--- config.mk ---
export PLATFORM = sky130hd
export DESIGN_NAME = memedf_top
export DESIGN_NICKNAME = d
export VERILOG_FILES = /design/src/rtl/memedf_pkg.sv /design/src/rtl/config_regs.sv /design/src/rtl/core_queue_bank.sv /design/src/rtl/deadline_timers.sv /design/src/rtl/queue_selector.sv /design/src/rtl/packet_issuer.sv /design/src/rtl/memedf_top.sv
export SDC_FILE = /design/constraint.sdc
export NUM_CORES = 2
export LEC_CHECK = 0
export ABC_AREA = 1
export BUFFER_PORTS_ARGS = -buffer_cell sky130_fd_sc_hd__clkbuf_2
export CAP_MARGIN = 20
export CORE_MARGIN = 4
export CORE_UTILIZATION = 34
export DETAILED_ROUTE_END_ITERATION = 8
export PLACE_DENSITY_LB_ADDON = 0.2
export SYNTH_ARGS = -nofsm -noshare
export SYNTH_HDL_FRONTEND = slang
export SYNTH_SLANG_ARGS = --single-unit
--- constraint.sdc ---
create_clock -name clock -period 15.55 [get_ports clock]
set_clock_uncertainty 0.15 [all_clocks]
set_input_delay 1.555 -clock clock [delete_from_list [all_inputs] [get_ports clock]]
set_output_delay 1.555 -clock clock [all_outputs]
set_load 0.005 [all_outputs]
--- src/rtl/memedf_pkg.sv ---
package memedf_pkg;

    ////////////////////
    // Widths
    ////////////////////
    localparam int addr_w    = 32;
    localparam int data_w    = 32;
    localparam int timer_w   = 16;
    localparam int prio_w    = 4;
    localparam int max_cores = 8;

    // Enough bits to name any core up to max_cores
    localparam int core_id_w = $clog2(max_cores);

    typedef logic [core_id_w-1:0] core_id_t;

    // One memory request as it moves through the scheduler
    typedef struct packed {
        core_id_t            core;
        logic [addr_w-1:0]   addr;
        logic [data_w-1:0]   data;
    } mem_packet_t;

    ////////////////////
    // Configuration
    ////////////////////
    typedef enum logic {
        mode_fp  = 1'b0,
        mode_edf = 1'b1
    } sched_mode_t;

    typedef enum logic [1:0] {
        field_period   = 2'd0,
        field_deadline = 2'd1,
        field_priority = 2'd2,
        field_mode     = 2'd3
    } cfg_field_t;

    // Register write strobe, applied on the clock edge
    typedef struct packed {
        logic                wr;
        cfg_field_t          field;
        core_id_t            core;
        logic [timer_w-1:0]  value;
    } cfg_write_t;

endpackage

--- src/rtl/config_regs.sv ---
`timescale 1ns/100ps

module config_regs
    import memedf_pkg::*;
#(
    parameter int num_cores = 4
) (
    input  logic                                 clock,
    input  logic                                 rst,
    input  cfg_write_t                           cfg_wr,
    input  core_id_t                             cfg_rd_core,
    input  cfg_field_t                           cfg_rd_field,
    output logic [timer_w-1:0]                   cfg_rd_data,
    output logic [num_cores-1:0][timer_w-1:0]    periods,
    output logic [num_cores-1:0][timer_w-1:0]    deadlines,
    output logic [num_cores-1:0][prio_w-1:0]     priorities,
    output sched_mode_t                          mode,
    output logic [num_cores-1:0]                 period_reload
);

    ////////////////////
    // Register writes
    ////////////////////
    always_ff @(posedge clock) begin
        if (rst) begin
            periods       <= '0;
            deadlines     <= '0;
            priorities    <= '0;
            mode          <= mode_fp;
            period_reload <= '0;
        end else begin
            period_reload <= '0;
            if (cfg_wr.wr) begin
                if (cfg_wr.field == field_mode) begin
                    mode <= sched_mode_t'(cfg_wr.value[0]);
                end
                for (int c = 0; c < num_cores; c++) begin
                    if (cfg_wr.core == core_id_t'(c)) begin
                        case (cfg_wr.field)
                            field_period: begin
                                periods[c]       <= cfg_wr.value;
                                // Timers restart once the new period is visible
                                period_reload[c] <= 1'b1;
                            end
                            field_deadline: deadlines[c]  <= cfg_wr.value;
                            field_priority: priorities[c] <= cfg_wr.value[prio_w-1:0];
                            default: ;
                        endcase
                    end
                end
            end
        end
    end

    // Readback mux
    always_comb begin
        cfg_rd_data = '0;
        if (cfg_rd_field == field_mode) begin
            cfg_rd_data = timer_w'(mode);
        end else begin
            for (int c = 0; c < num_cores; c++) begin
                if (cfg_rd_core == core_id_t'(c)) begin
                    case (cfg_rd_field)
                        field_period:   cfg_rd_data = periods[c];
                        field_deadline: cfg_rd_data = deadlines[c];
                        default:        cfg_rd_data = timer_w'(priorities[c]);
                    endcase
                end
            end
        end
    end

    // Software must only address cores that exist
    a_wr_core_range: assert property (@(posedge clock) disable iff (rst)
        cfg_wr.wr |-> (int'(cfg_wr.core) < num_cores));

endmodule

--- src/rtl/core_queue_bank.sv ---
`timescale 1ns/100ps

module core_queue_bank
    import memedf_pkg::*;
#(
    parameter int num_cores   = 4,
    parameter int queue_depth = 4
) (
    input  logic                          clock,
    input  logic                          rst,
    input  logic                          req_valid,
    input  mem_packet_t                   req_packet,
    input  logic                          pop,
    input  core_id_t                      pop_core,
    output logic                          stall,
    output logic [num_cores-1:0]          nonempty,
    output mem_packet_t [num_cores-1:0]   head
);

    localparam int ptr_w = $clog2(queue_depth);
    localparam int cnt_w = ptr_w + 1;

    mem_packet_t        mem [num_cores][queue_depth];
    logic [ptr_w-1:0]   rd_ptr [num_cores];
    logic [ptr_w-1:0]   wr_ptr [num_cores];
    logic [cnt_w-1:0]   count [num_cores];

    logic [num_cores-1:0] full;
    logic [num_cores-1:0] push_en;
    logic [num_cores-1:0] pop_en;

    ////////////////////
    // Intake routing
    ////////////////////

    // Stall follows the queue that the incoming request targets
    always_comb begin
        stall = 1'b0;
        for (int c = 0; c < num_cores; c++) begin
            if (req_packet.core == core_id_t'(c)) begin
                stall = full[c];
            end
        end
    end

    always_comb begin
        for (int c = 0; c < num_cores; c++) begin
            push_en[c] = req_valid && !stall && (req_packet.core == core_id_t'(c));
            pop_en[c]  = pop && (pop_core == core_id_t'(c));
        end
    end

    ////////////////////
    // Per-core FIFOs
    ////////////////////
    always_ff @(posedge clock) begin
        for (int c = 0; c < num_cores; c++) begin
            if (push_en[c]) begin
                mem[c][wr_ptr[c]] <= req_packet;
            end
        end
    end

    always_ff @(posedge clock) begin
        if (rst) begin
            for (int c = 0; c < num_cores; c++) begin
                rd_ptr[c] <= '0;
                wr_ptr[c] <= '0;
                count[c]  <= '0;
            end
        end else begin
            for (int c = 0; c < num_cores; c++) begin
                // Pointers wrap on their own since depth is a power of two
                if (push_en[c]) begin
                    wr_ptr[c] <= wr_ptr[c] + 1'b1;
                end
                if (pop_en[c]) begin
                    rd_ptr[c] <= rd_ptr[c] + 1'b1;
                end
                case ({push_en[c], pop_en[c]})
                    2'b10:   count[c] <= count[c] + 1'b1;
                    2'b01:   count[c] <= count[c] - 1'b1;
                    default: ;
                endcase
            end
        end
    end

    for (genvar c = 0; c < num_cores; c++) begin : g_status
        assign full[c]     = (count[c] == cnt_w'(queue_depth));
        assign nonempty[c] = (count[c] != '0);
        assign head[c]     = mem[c][rd_ptr[c]];

        // Occupancy stays in range and agrees with the pointer distance
        a_no_overflow: assert property (@(posedge clock) disable iff (rst)
            (count[c] <= cnt_w'(queue_depth)) &&
            (count[c][ptr_w-1:0] == ptr_w'(wr_ptr[c] - rd_ptr[c])));
        // Issue stage must only pop what the selector saw as waiting
        a_no_underflow: assert property (@(posedge clock) disable iff (rst)
            !(pop_en[c] && !nonempty[c]));
    end

endmodule

--- src/rtl/deadline_timers.sv ---
`timescale 1ns/100ps

module deadline_timers
    import memedf_pkg::*;
#(
    parameter int num_cores = 4
) (
    input  logic                                 clock,
    input  logic                                 rst,
    input  logic [num_cores-1:0][timer_w-1:0]    periods,
    input  logic [num_cores-1:0][timer_w-1:0]    deadlines,
    input  logic [num_cores-1:0]                 period_reload,
    output logic [num_cores-1:0][timer_w-1:0]    remaining
);

    logic [timer_w-1:0] period_cnt [num_cores];

    ////////////////////
    // Countdowns
    ////////////////////
    always_ff @(posedge clock) begin
        if (rst) begin
            remaining <= '0;
            for (int c = 0; c < num_cores; c++) begin
                period_cnt[c] <= '0;
            end
        end else begin
            for (int c = 0; c < num_cores; c++) begin
                if (period_reload[c] || (period_cnt[c] == '0)) begin
                    // New period starts, deadline window opens again
                    period_cnt[c] <= periods[c];
                    remaining[c]  <= deadlines[c];
                end else begin
                    period_cnt[c] <= period_cnt[c] - 1'b1;
                    // Saturate at zero once the deadline has passed
                    if (remaining[c] != '0) begin
                        remaining[c] <= remaining[c] - 1'b1;
                    end
                end
            end
        end
    end

endmodule

--- src/rtl/queue_selector.sv ---
`timescale 1ns/100ps

module queue_selector
    import memedf_pkg::*;
#(
    parameter int num_cores = 4
) (
    input  logic                                 clock,
    input  logic                                 rst,
    input  logic [num_cores-1:0]                 nonempty,
    input  logic [num_cores-1:0][prio_w-1:0]     priorities,
    input  logic [num_cores-1:0][timer_w-1:0]    remaining,
    input  sched_mode_t                          mode,
    output logic                                 grant_valid,
    output core_id_t                             grant_core
);

    logic [timer_w-1:0] keys [num_cores];
    logic [timer_w-1:0] best_key;
    logic               grant_ok;
    logic               beaten;

    // Sort key per core, smaller wins in both policies
    always_comb begin
        for (int c = 0; c < num_cores; c++) begin
            if (mode == mode_edf) begin
                keys[c] = remaining[c];
            end else begin
                keys[c] = timer_w'(priorities[c]);
            end
        end
    end

    ////////////////////
    // Linear scan
    ////////////////////
    always_comb begin
        grant_valid = 1'b0;
        grant_core  = '0;
        best_key    = '0;
        for (int c = 0; c < num_cores; c++) begin
            // Strict compare keeps the lower index on a tie
            if (nonempty[c] && (!grant_valid || keys[c] < best_key)) begin
                grant_valid = 1'b1;
                grant_core  = core_id_t'(c);
                best_key    = keys[c];
            end
        end
    end

    // Granted core waits, and no other waiting core outranks it
    always_comb begin
        grant_ok = 1'b0;
        beaten   = 1'b0;
        for (int g = 0; g < num_cores; g++) begin
            if (grant_core == core_id_t'(g)) begin
                grant_ok = nonempty[g];
                for (int c = 0; c < num_cores; c++) begin
                    if (nonempty[c] && ((keys[c] < keys[g]) ||
                                        ((keys[c] == keys[g]) && (c < g)))) begin
                        beaten = 1'b1;
                    end
                end
            end
        end
    end

    a_grant_best: assert property (@(posedge clock) disable iff (rst)
        grant_valid ? (grant_ok && !beaten) : (nonempty == '0));

endmodule

--- src/rtl/packet_issuer.sv ---
`timescale 1ns/100ps

module packet_issuer
    import memedf_pkg::*;
#(
    parameter int num_cores = 4
) (
    input  logic                          clock,
    input  logic                          rst,
    input  logic                          grant_valid,
    input  core_id_t                      grant_core,
    input  mem_packet_t [num_cores-1:0]   head,
    input  logic                          out_consumed,
    output logic                          pop,
    output core_id_t                      pop_core,
    output logic                          out_valid,
    output mem_packet_t                   out_packet
);

    mem_packet_t granted;

    always_comb begin
        granted = head[0];
        for (int c = 0; c < num_cores; c++) begin
            if (grant_core == core_id_t'(c)) begin
                granted = head[c];
            end
        end
    end

    // Free slot, or the current packet leaves this cycle
    assign pop      = grant_valid && (!out_valid || out_consumed);
    assign pop_core = grant_core;

    ////////////////////
    // Output slot
    ////////////////////
    always_ff @(posedge clock) begin
        if (rst) begin
            out_valid <= 1'b0;
        end else if (pop) begin
            out_valid <= 1'b1;
        end else if (out_consumed) begin
            out_valid <= 1'b0;
        end
    end

    always_ff @(posedge clock) begin
        if (pop) begin
            out_packet <= granted;
        end
    end

    // Queues hold only their own core's packets
    a_pop_core_match: assert property (@(posedge clock) disable iff (rst)
        pop |=> (out_packet.core == $past(pop_core)));

endmodule

--- src/rtl/memedf_top.sv ---
`timescale 1ns/100ps

module memedf_top
    import memedf_pkg::*;
#(
    parameter int num_cores   = 4,
    parameter int queue_depth = 4
) (
    input  logic                clock,
    input  logic                rst,
    input  logic                req_valid,
    input  mem_packet_t         req_packet,
    output logic                stall,
    input  cfg_write_t          cfg_wr,
    input  core_id_t            cfg_rd_core,
    input  cfg_field_t          cfg_rd_field,
    output logic [timer_w-1:0]  cfg_rd_data,
    output logic                out_valid,
    output mem_packet_t         out_packet,
    input  logic                out_consumed
);

    ////////////////////
    // Internal wiring
    ////////////////////
    logic [num_cores-1:0][timer_w-1:0]   periods;
    logic [num_cores-1:0][timer_w-1:0]   deadlines;
    logic [num_cores-1:0][prio_w-1:0]    priorities;
    logic [num_cores-1:0][timer_w-1:0]   remaining;
    logic [num_cores-1:0]                period_reload;
    logic [num_cores-1:0]                nonempty;
    mem_packet_t [num_cores-1:0]         head;
    sched_mode_t                         mode;
    logic                                grant_valid;
    core_id_t                            grant_core;
    logic                                pop;
    core_id_t                            pop_core;

    config_regs #(
        .num_cores(num_cores)
    ) config_regs_i (
        .clock(clock),
        .rst(rst),
        .cfg_wr(cfg_wr),
        .cfg_rd_core(cfg_rd_core),
        .cfg_rd_field(cfg_rd_field),
        .cfg_rd_data(cfg_rd_data),
        .periods(periods),
        .deadlines(deadlines),
        .priorities(priorities),
        .mode(mode),
        .period_reload(period_reload)
    );

    core_queue_bank #(
        .num_cores(num_cores),
        .queue_depth(queue_depth)
    ) core_queue_bank_i (
        .clock(clock),
        .rst(rst),
        .req_valid(req_valid),
        .req_packet(req_packet),
        .pop(pop),
        .pop_core(pop_core),
        .stall(stall),
        .nonempty(nonempty),
        .head(head)
    );

    deadline_timers #(
        .num_cores(num_cores)
    ) deadline_timers_i (
        .clock(clock),
        .rst(rst),
        .periods(periods),
        .deadlines(deadlines),
        .period_reload(period_reload),
        .remaining(remaining)
    );

    queue_selector #(
        .num_cores(num_cores)
    ) queue_selector_i (
        .clock(clock),
        .rst(rst),
        .nonempty(nonempty),
        .priorities(priorities),
        .remaining(remaining),
        .mode(mode),
        .grant_valid(grant_valid),
        .grant_core(grant_core)
    );

    packet_issuer #(
        .num_cores(num_cores)
    ) packet_issuer_i (
        .clock(clock),
        .rst(rst),
        .grant_valid(grant_valid),
        .grant_core(grant_core),
        .head(head),
        .out_consumed(out_consumed),
        .pop(pop),
        .pop_core(pop_core),
        .out_valid(out_valid),
        .out_packet(out_packet)
    );

endmodule

## Word-level counts from Yosys, hierarchy flattened

Memories as Yosys holds them, arrays and structs flattened.
Index checks and enable logic that the tools add are counted.

| storage, ports and cells | value |
|---|---|
| bits in writable memories | 1164 |
| memories | 5 |
| flip-flop bits (word level) | 281 |
| input bits | 98 |
| word-level logic and storage cells | 380 |

| operators by class | value |
|---|---|
| eq/ne operators | 29 |
| bitwise gates (word level) | 37 |
| muxes and demuxes | 172 |
| add/subtract/negate cells | 24 |
| magnitude comparators | 15 |
| reductions and logical operators | 73 |

Memories:

| name | depth | bits a word | rd ports | clocked after memory_dff | write ports | line | RTL |
|---|---|---|---|---|---|---|---|
| core_queue_bank_i.mem | 4 | 268 | 4 | 0 | 1 | core_queue_bank.sv:23 | `mem_packet_t mem [num_cores][queue_depth];` |
| deadline_timers_i.period_cnt | 4 | 16 | 4 | 0 | 4 | deadline_timers.sv:16 | `logic [timer_w-1:0] period_cnt [num_cores];` |
| core_queue_bank_i.count | 4 | 3 | 4 | 0 | 4 | core_queue_bank.sv:26 | `logic [cnt_w-1:0] count [num_cores];` |
| core_queue_bank_i.rd_ptr | 4 | 2 | 4 | 0 | 4 | core_queue_bank.sv:24 | `logic [ptr_w-1:0] rd_ptr [num_cores];` |
| core_queue_bank_i.wr_ptr | 4 | 2 | 4 | 0 | 4 | core_queue_bank.sv:25 | `logic [ptr_w-1:0] wr_ptr [num_cores];` |

Operators with widths:

| cell | count |
|---|---|
| $mux 268 | 10 |
| $mux 67 | 15 |
| $reduce_or 268->1 | 3 |
| $bmux 67 s2 | 4 |
| $demux 67 s2 | 4 |
| $mux 16 | 28 |
| $pmux 16 s2 | 4 |
| $sub 16x1->16 const B | 8 |
| $mux 1 | 86 |
| $logic_not 16->1 | 4 |
| $reduce_bool 16->1 | 4 |
| $lt 16x16->1 | 3 |
| $reduce_and 3->1 | 12 |
| $mux 3 | 10 |
| $eq 3x2->1 const B | 8 |
| $ge 3x3->1 const B | 8 |
| $not 2->3 | 8 |
| $or 1x1->1 | 24 |
| $mux 2 | 11 |
| $logic_and 1x1->1 | 17 |
| $add 2x1->2 const B | 8 |
| $eq 2x2->1 const B | 7 |
| $add 3x1->3 const B | 4 |
| $eq 2x1->1 const B | 6 |
| other kinds (13) | 54 |

## Longest topological paths before layout

An unclocked memory read counts as a cell.

| logic depth | value |
|---|---|
| word-level depth | 23 |
| depth in mapped cells | 52 |
| mapped depth without buffers | 49 |

## By module

Synthesis repeated with hierarchy kept, for this count alone.

| second synthesis, totals | value |
|---|---|
| cells, all modules | 5984 |
| area, all modules | 62751.4 sq um |

By module, submodules not included:

| module | cells each | area each (sq um) | times used |
|---|---|---|---|
| core_queue_bank | 2830 | 41299.6 | 1 |
| deadline_timers | 1192 | 8298.0 | 1 |
| config_regs | 914 | 6553.8 | 1 |
| packet_issuer | 676 | 4659.5 | 1 |
| queue_selector | 372 | 1940.6 | 1 |

## Worst setup path before layout

Ideal clock, no wire load.

| path | value |
|---|---|
| path kind | input -> register |
| start | input port req_packet[66] (netlist name) |
| end | memory core_queue_bank_i.mem[1][0] (netlist name) (enable) |
| setup slack | 9.171 ns |
| arrival | 5.737 ns |
| cell stages on the path | 9 |
| setup time | 0.493 ns |
| required time | 14.907 ns |
| path through | clkbuf_1 -> nor3_1 -> nand4_1 -> o41ai_1 -> a41oi_1 -> nand3_1 -> nor4_1 -> inv_1 -> nor2_1 |

| on the way | value |
|---|---|
| longest elaborated chain between the ends | 14 |
| elaborated cells between the ends (all ways) | 31 |
| classes of those cells | eq/ne: 3; mux: 18; reduce/logical: 10 |

RTL lines:

| item | line | RTL |
|---|---|---|
| start, declared | memedf_top.sv:12 | `input mem_packet_t req_packet,` |
| $logic_not 3->1 | core_queue_bank.sv:40, core_queue_bank.sv:48 |  |
| $mux 1 (4 in series) | core_queue_bank.sv:40 | `if (req_packet.core == core_id_t'(c)) begin` |
| $logic_not 1->1 | core_queue_bank.sv:48 | `push_en[c] = req_valid && !stall && (req_packet.core == core_id_t'(c));` |
| $logic_and 1x1->1 (2 in series) | core_queue_bank.sv:48 |  |
| $mux 1 | core_queue_bank.sv:58 | `if (push_en[c]) begin` |
| $mux 268 (implied by the code) | core_queue_bank.sv:59 | `mem[c][wr_ptr[c]] <= req_packet;` |
| $reduce_or 268->1 (no source line) | n/a |  |
| $mux 2 (no source line) or $mux 268 (tied branches) (3 in series) | n/a |  |
| end, declared | core_queue_bank.sv:23 |  |

Parallel ways exist; a longest one is shown, timed or not.

==> impl_metrics.csv <==
group,metric,value,unit
synth,synth_cells,5404,
critical_path,reg2reg_depth,37,
drt,first_pass_iters,5,
clock_tree,cts_num_sinks,1445,
clock_tree,cts_buffers,158,
critical_path,r2r-end,"packet_issuer_i.out_packet[42]",
synth,syn_area,60580,um^2
synth,post-synth-top-count-cell,"edfxtp_1",
final_layout,fin_nets,5729,
synth,synth_edf_count,1231,
hold_path,hold_end,"deadline_timers_i.remaining[2]",
power_and_ir_drop,leakage,0.02465,uW
placed_design,place_congestion,0.8631,
drt,drt_wl_total,191100,um
critical_path,cp_slowest_cell,"nand2_8",
critical_path,crit_type,"flip-flop to flip-flop",
timing,post-route-min-period,8.121,ns
clock_tree,clk_path_buf_depth,3,
global_routing,grt_usage,20.17,%
placed_design,dpl.hpwl,107300,um
timing,fmax,123.1,MHz
floorplanning,die-area,185000,um^2
synth,ys_types,58,
timing,finalSetupTns,0,ns
critical_path,r2r_setup_slack,7.43,ns
drt,ant_nets,0,
power_and_ir_drop,cellPowerDensity,160.7,nW/um^2
global_routing,overflow,0,
critical_path,crit_fanout,132,
drt,drt-initial-drc-count,3984,
synth,ys.flop_type,"edfxtp_1",
synth,yosysSeqAreaShare,68.09,%
clock_tree,htree_levels,4,
drt,viasPerCell,5.317,
floorplanning,io_pins,183,
critical_path,crit_required,15.94,ns
clock_tree,cts_hold_buf,0,
clock_tree,ctsResizeCount,0,
critical_path,r2r_start,"config_regs_i.mode",
synth,async_flop_share,0,%
timing,final-setup-viol-count,0,
drt,drc,0,
synth,yosysTopAreaCell,"edfxtp_1",
clock_tree,post_cts_buffers,0,
placed_design,dp_slack,7.383,ns
placed_design,post-place-cells,7735,
synth,netlist.area_leader.share,61.02,%
run_status,status,"finished, final reports clean",
job,maxCapViolations,0,
hold_path,hold_depth,2,
synth,synth.avg_cell_area,11.21,um^2
final_layout,drive_gt1_share,9.396,%
critical_path,cp.arrival,8.51,ns
critical_path,endpoint_kind,"flip-flop",
timing,finalHoldViolations,0,
clock_tree,clk_pin_slew,0.06,ns
final_layout,area_delta_synth_final,14.64,%
drt,vias,42680,
timing,hold_slack,0.3196,ns
final_layout,instances_no_fill,8026,
floorplanning,start_util,34.28,%
synth,yosys_warnings,0,
clock_tree,worstSkewPairLatency,0.80,ns
global_routing,grt_pass1_vias,40370,
timing,fin_ws,7.429,ns
timing,slew_headroom,20.07,%
global_routing,antenna_found_initial,17,
timing,fin_crit_sh,52.22,%
global_routing,grt_max_degree,138,
timing,drv_slew,0,
timing,tightest_slew,1.169,ns
global_routing,grt_pass1_wl,279800,um
synth,ys_ff_latch,1445,
power_and_ir_drop,irDropWorstVdd,0.1036,mV
floorplanning,core_area,176700,um^2
hold_path,hold_class,"flip-flop to flip-flop",
synth,synth_area_leaders,"edfxtp_1 61%, dfxtp_1 7.1%, nor2_1 5.8%, o21ai_0 5.7%, nand2_1 3.9%",
floorplanning,die_h,430.1,um
timing,rsz0062_at_grt,"false",
synth,synthTopCellsByCount,"1,231 x edfxtp_1, 928 x nor2_1, 694 x o21ai_0",
critical_path,cp_common_cell,"nand2_1",
clock_tree,cts_root_buf,"clkbuf_16",
critical_path,max_stage_delay,0.81,ns
placed_design,io_buffers,182,
critical_path,start_kind,"flip-flop",
clock_tree,cts_tree,"built",
hold_path,hp-start,"config_regs_i.deadlines[2]",
floorplanning,row_count,154,
floorplanning,die_x,430.1,um
drt,wl_per_cell,23.81,um
-- worst max-delay path: cells and delay by family, from the launching register on --
| kind | cells | cell delay (ns) |
|---|---|---|
| buffers and inverters | 4 | 1.44 |
| adders and majority gates | 3 | 0.94 |
| AOI/OAI and AO/OA | 11 | 2.14 |
| and+or+nand+nor | 19 | 2.77 |
| DFF | 1 | 0.30 |
-- layer usage --
metal	vias up	track usage (%)	routed length [um]
met3	292	2.621	9544
li1	19700	-	-
met5	-	0	65
met1	21360	27.12	83400
met4	8	5.646	5065
met2	1310	34.27	93060
-- power breakdown --
| part | switching [uW] | total [uW] | internal [uW] |
|---|---|---|---|
| registers | 214 | 4700 | 4490 |
| logic | 1860 | 2670 | 805 |
| clock network | 1620 | 3790 | 2170 |
| total | 3700 | 11200 | 7470 |
-- placed cells by master (no fill, tap or decap), types with 66 or more instances in the layout --
| cell type | count |
|---|---|
| nand2_1 | 623 |
| clkbuf_2 | 182 |
| o21ai_0 | 694 |
| inv_1 | 251 |
| ha_1 | 72 |
| a21oi_1 | 308 |
| dfxtp_1 | 214 |
| buf_4 | 69 |
| o22ai_1 | 225 |
| a32o_1 | 66 |
| nor2_1 | 910 |
| edfxtp_1 | 1231 |
| clkbuf_16 | 165 |
-- how the worst max path moves through the flow --
stage | startpoint | end | slack (ns) | cells past startpoint
after floorplan | req_packet[66] | core_queue_bank_i.mem[1][0] | 9.17 | 9
after global placement | config_regs_i.mode | packet_issuer_i.out_packet[51] | 7.61 | 37
after detailed placement | config_regs_i.mode | packet_issuer_i.out_packet[44] | 7.38 | 37
after CTS | config_regs_i.mode | packet_issuer_i.out_packet[44] | 7.39 | 37
after global routing | config_regs_i.mode | packet_issuer_i.out_packet[5] | 6.67 | 35
final | config_regs_i.mode | packet_issuer_i.out_packet[42] | 7.43 | 37
-- area by class of cell --
| cell class | instances | area, um^2 |
|---|---|---|
| multi-input cells | 3420 | 17380 |
| flip-flops and latches | 1445 | 41250 |
| diodes | 3 | 7.507 |
| well taps | 2340 | 2928 |
| repair buffers | 256 | 1535 |
| fillers | 16930 | 107200 |
| clock buffers | 200 | 4320 |
| inverters | 275 | 1075 |
| clock inverters | 87 | 948.4 |
-- sequential cells by signal, summed over array words and instances, names as in the netlist, 8 cells and up --
signal                        cells
core_queue_bank_i.mem          1072
packet_issuer_i.out_packet       67
config_regs_i.deadlines          64
config_regs_i.periods            64
deadline_timers_i.period_cnt     64
deadline_timers_i.remaining      64
config_regs_i.priorities         16
core_queue_bank_i.count          12
core_queue_bank_i.rd_ptr          8
core_queue_bank_i.wr_ptr          8
-- stage by stage --
step                      instance area [um^2]  util [%]  total power (uW)
after floorplan                          60810         -              6373
after global routing                     69440     39.30             11720
after global placement                   64080     36.27              7416
final                                    69440     39.30             11160
after CTS                                69410     39.28             11270
after detailed placement                 64140     36.30              7461
-- logic make-up (layout without fill, tap and decap cells) --
group	count (synthesis)	after routing	synth area share [%]
xor+xnor	85	85	1.229
fa+ha+maj	75	75	1.586
compound gates	1482	1482	14.12
flops	1445	1445	68.09
simple gates	1714	1714	11.13
other cells	1	67	0.006190
buf+inv	602	818	3.838
Note: power is estimated with default switching activity, not from simulation.
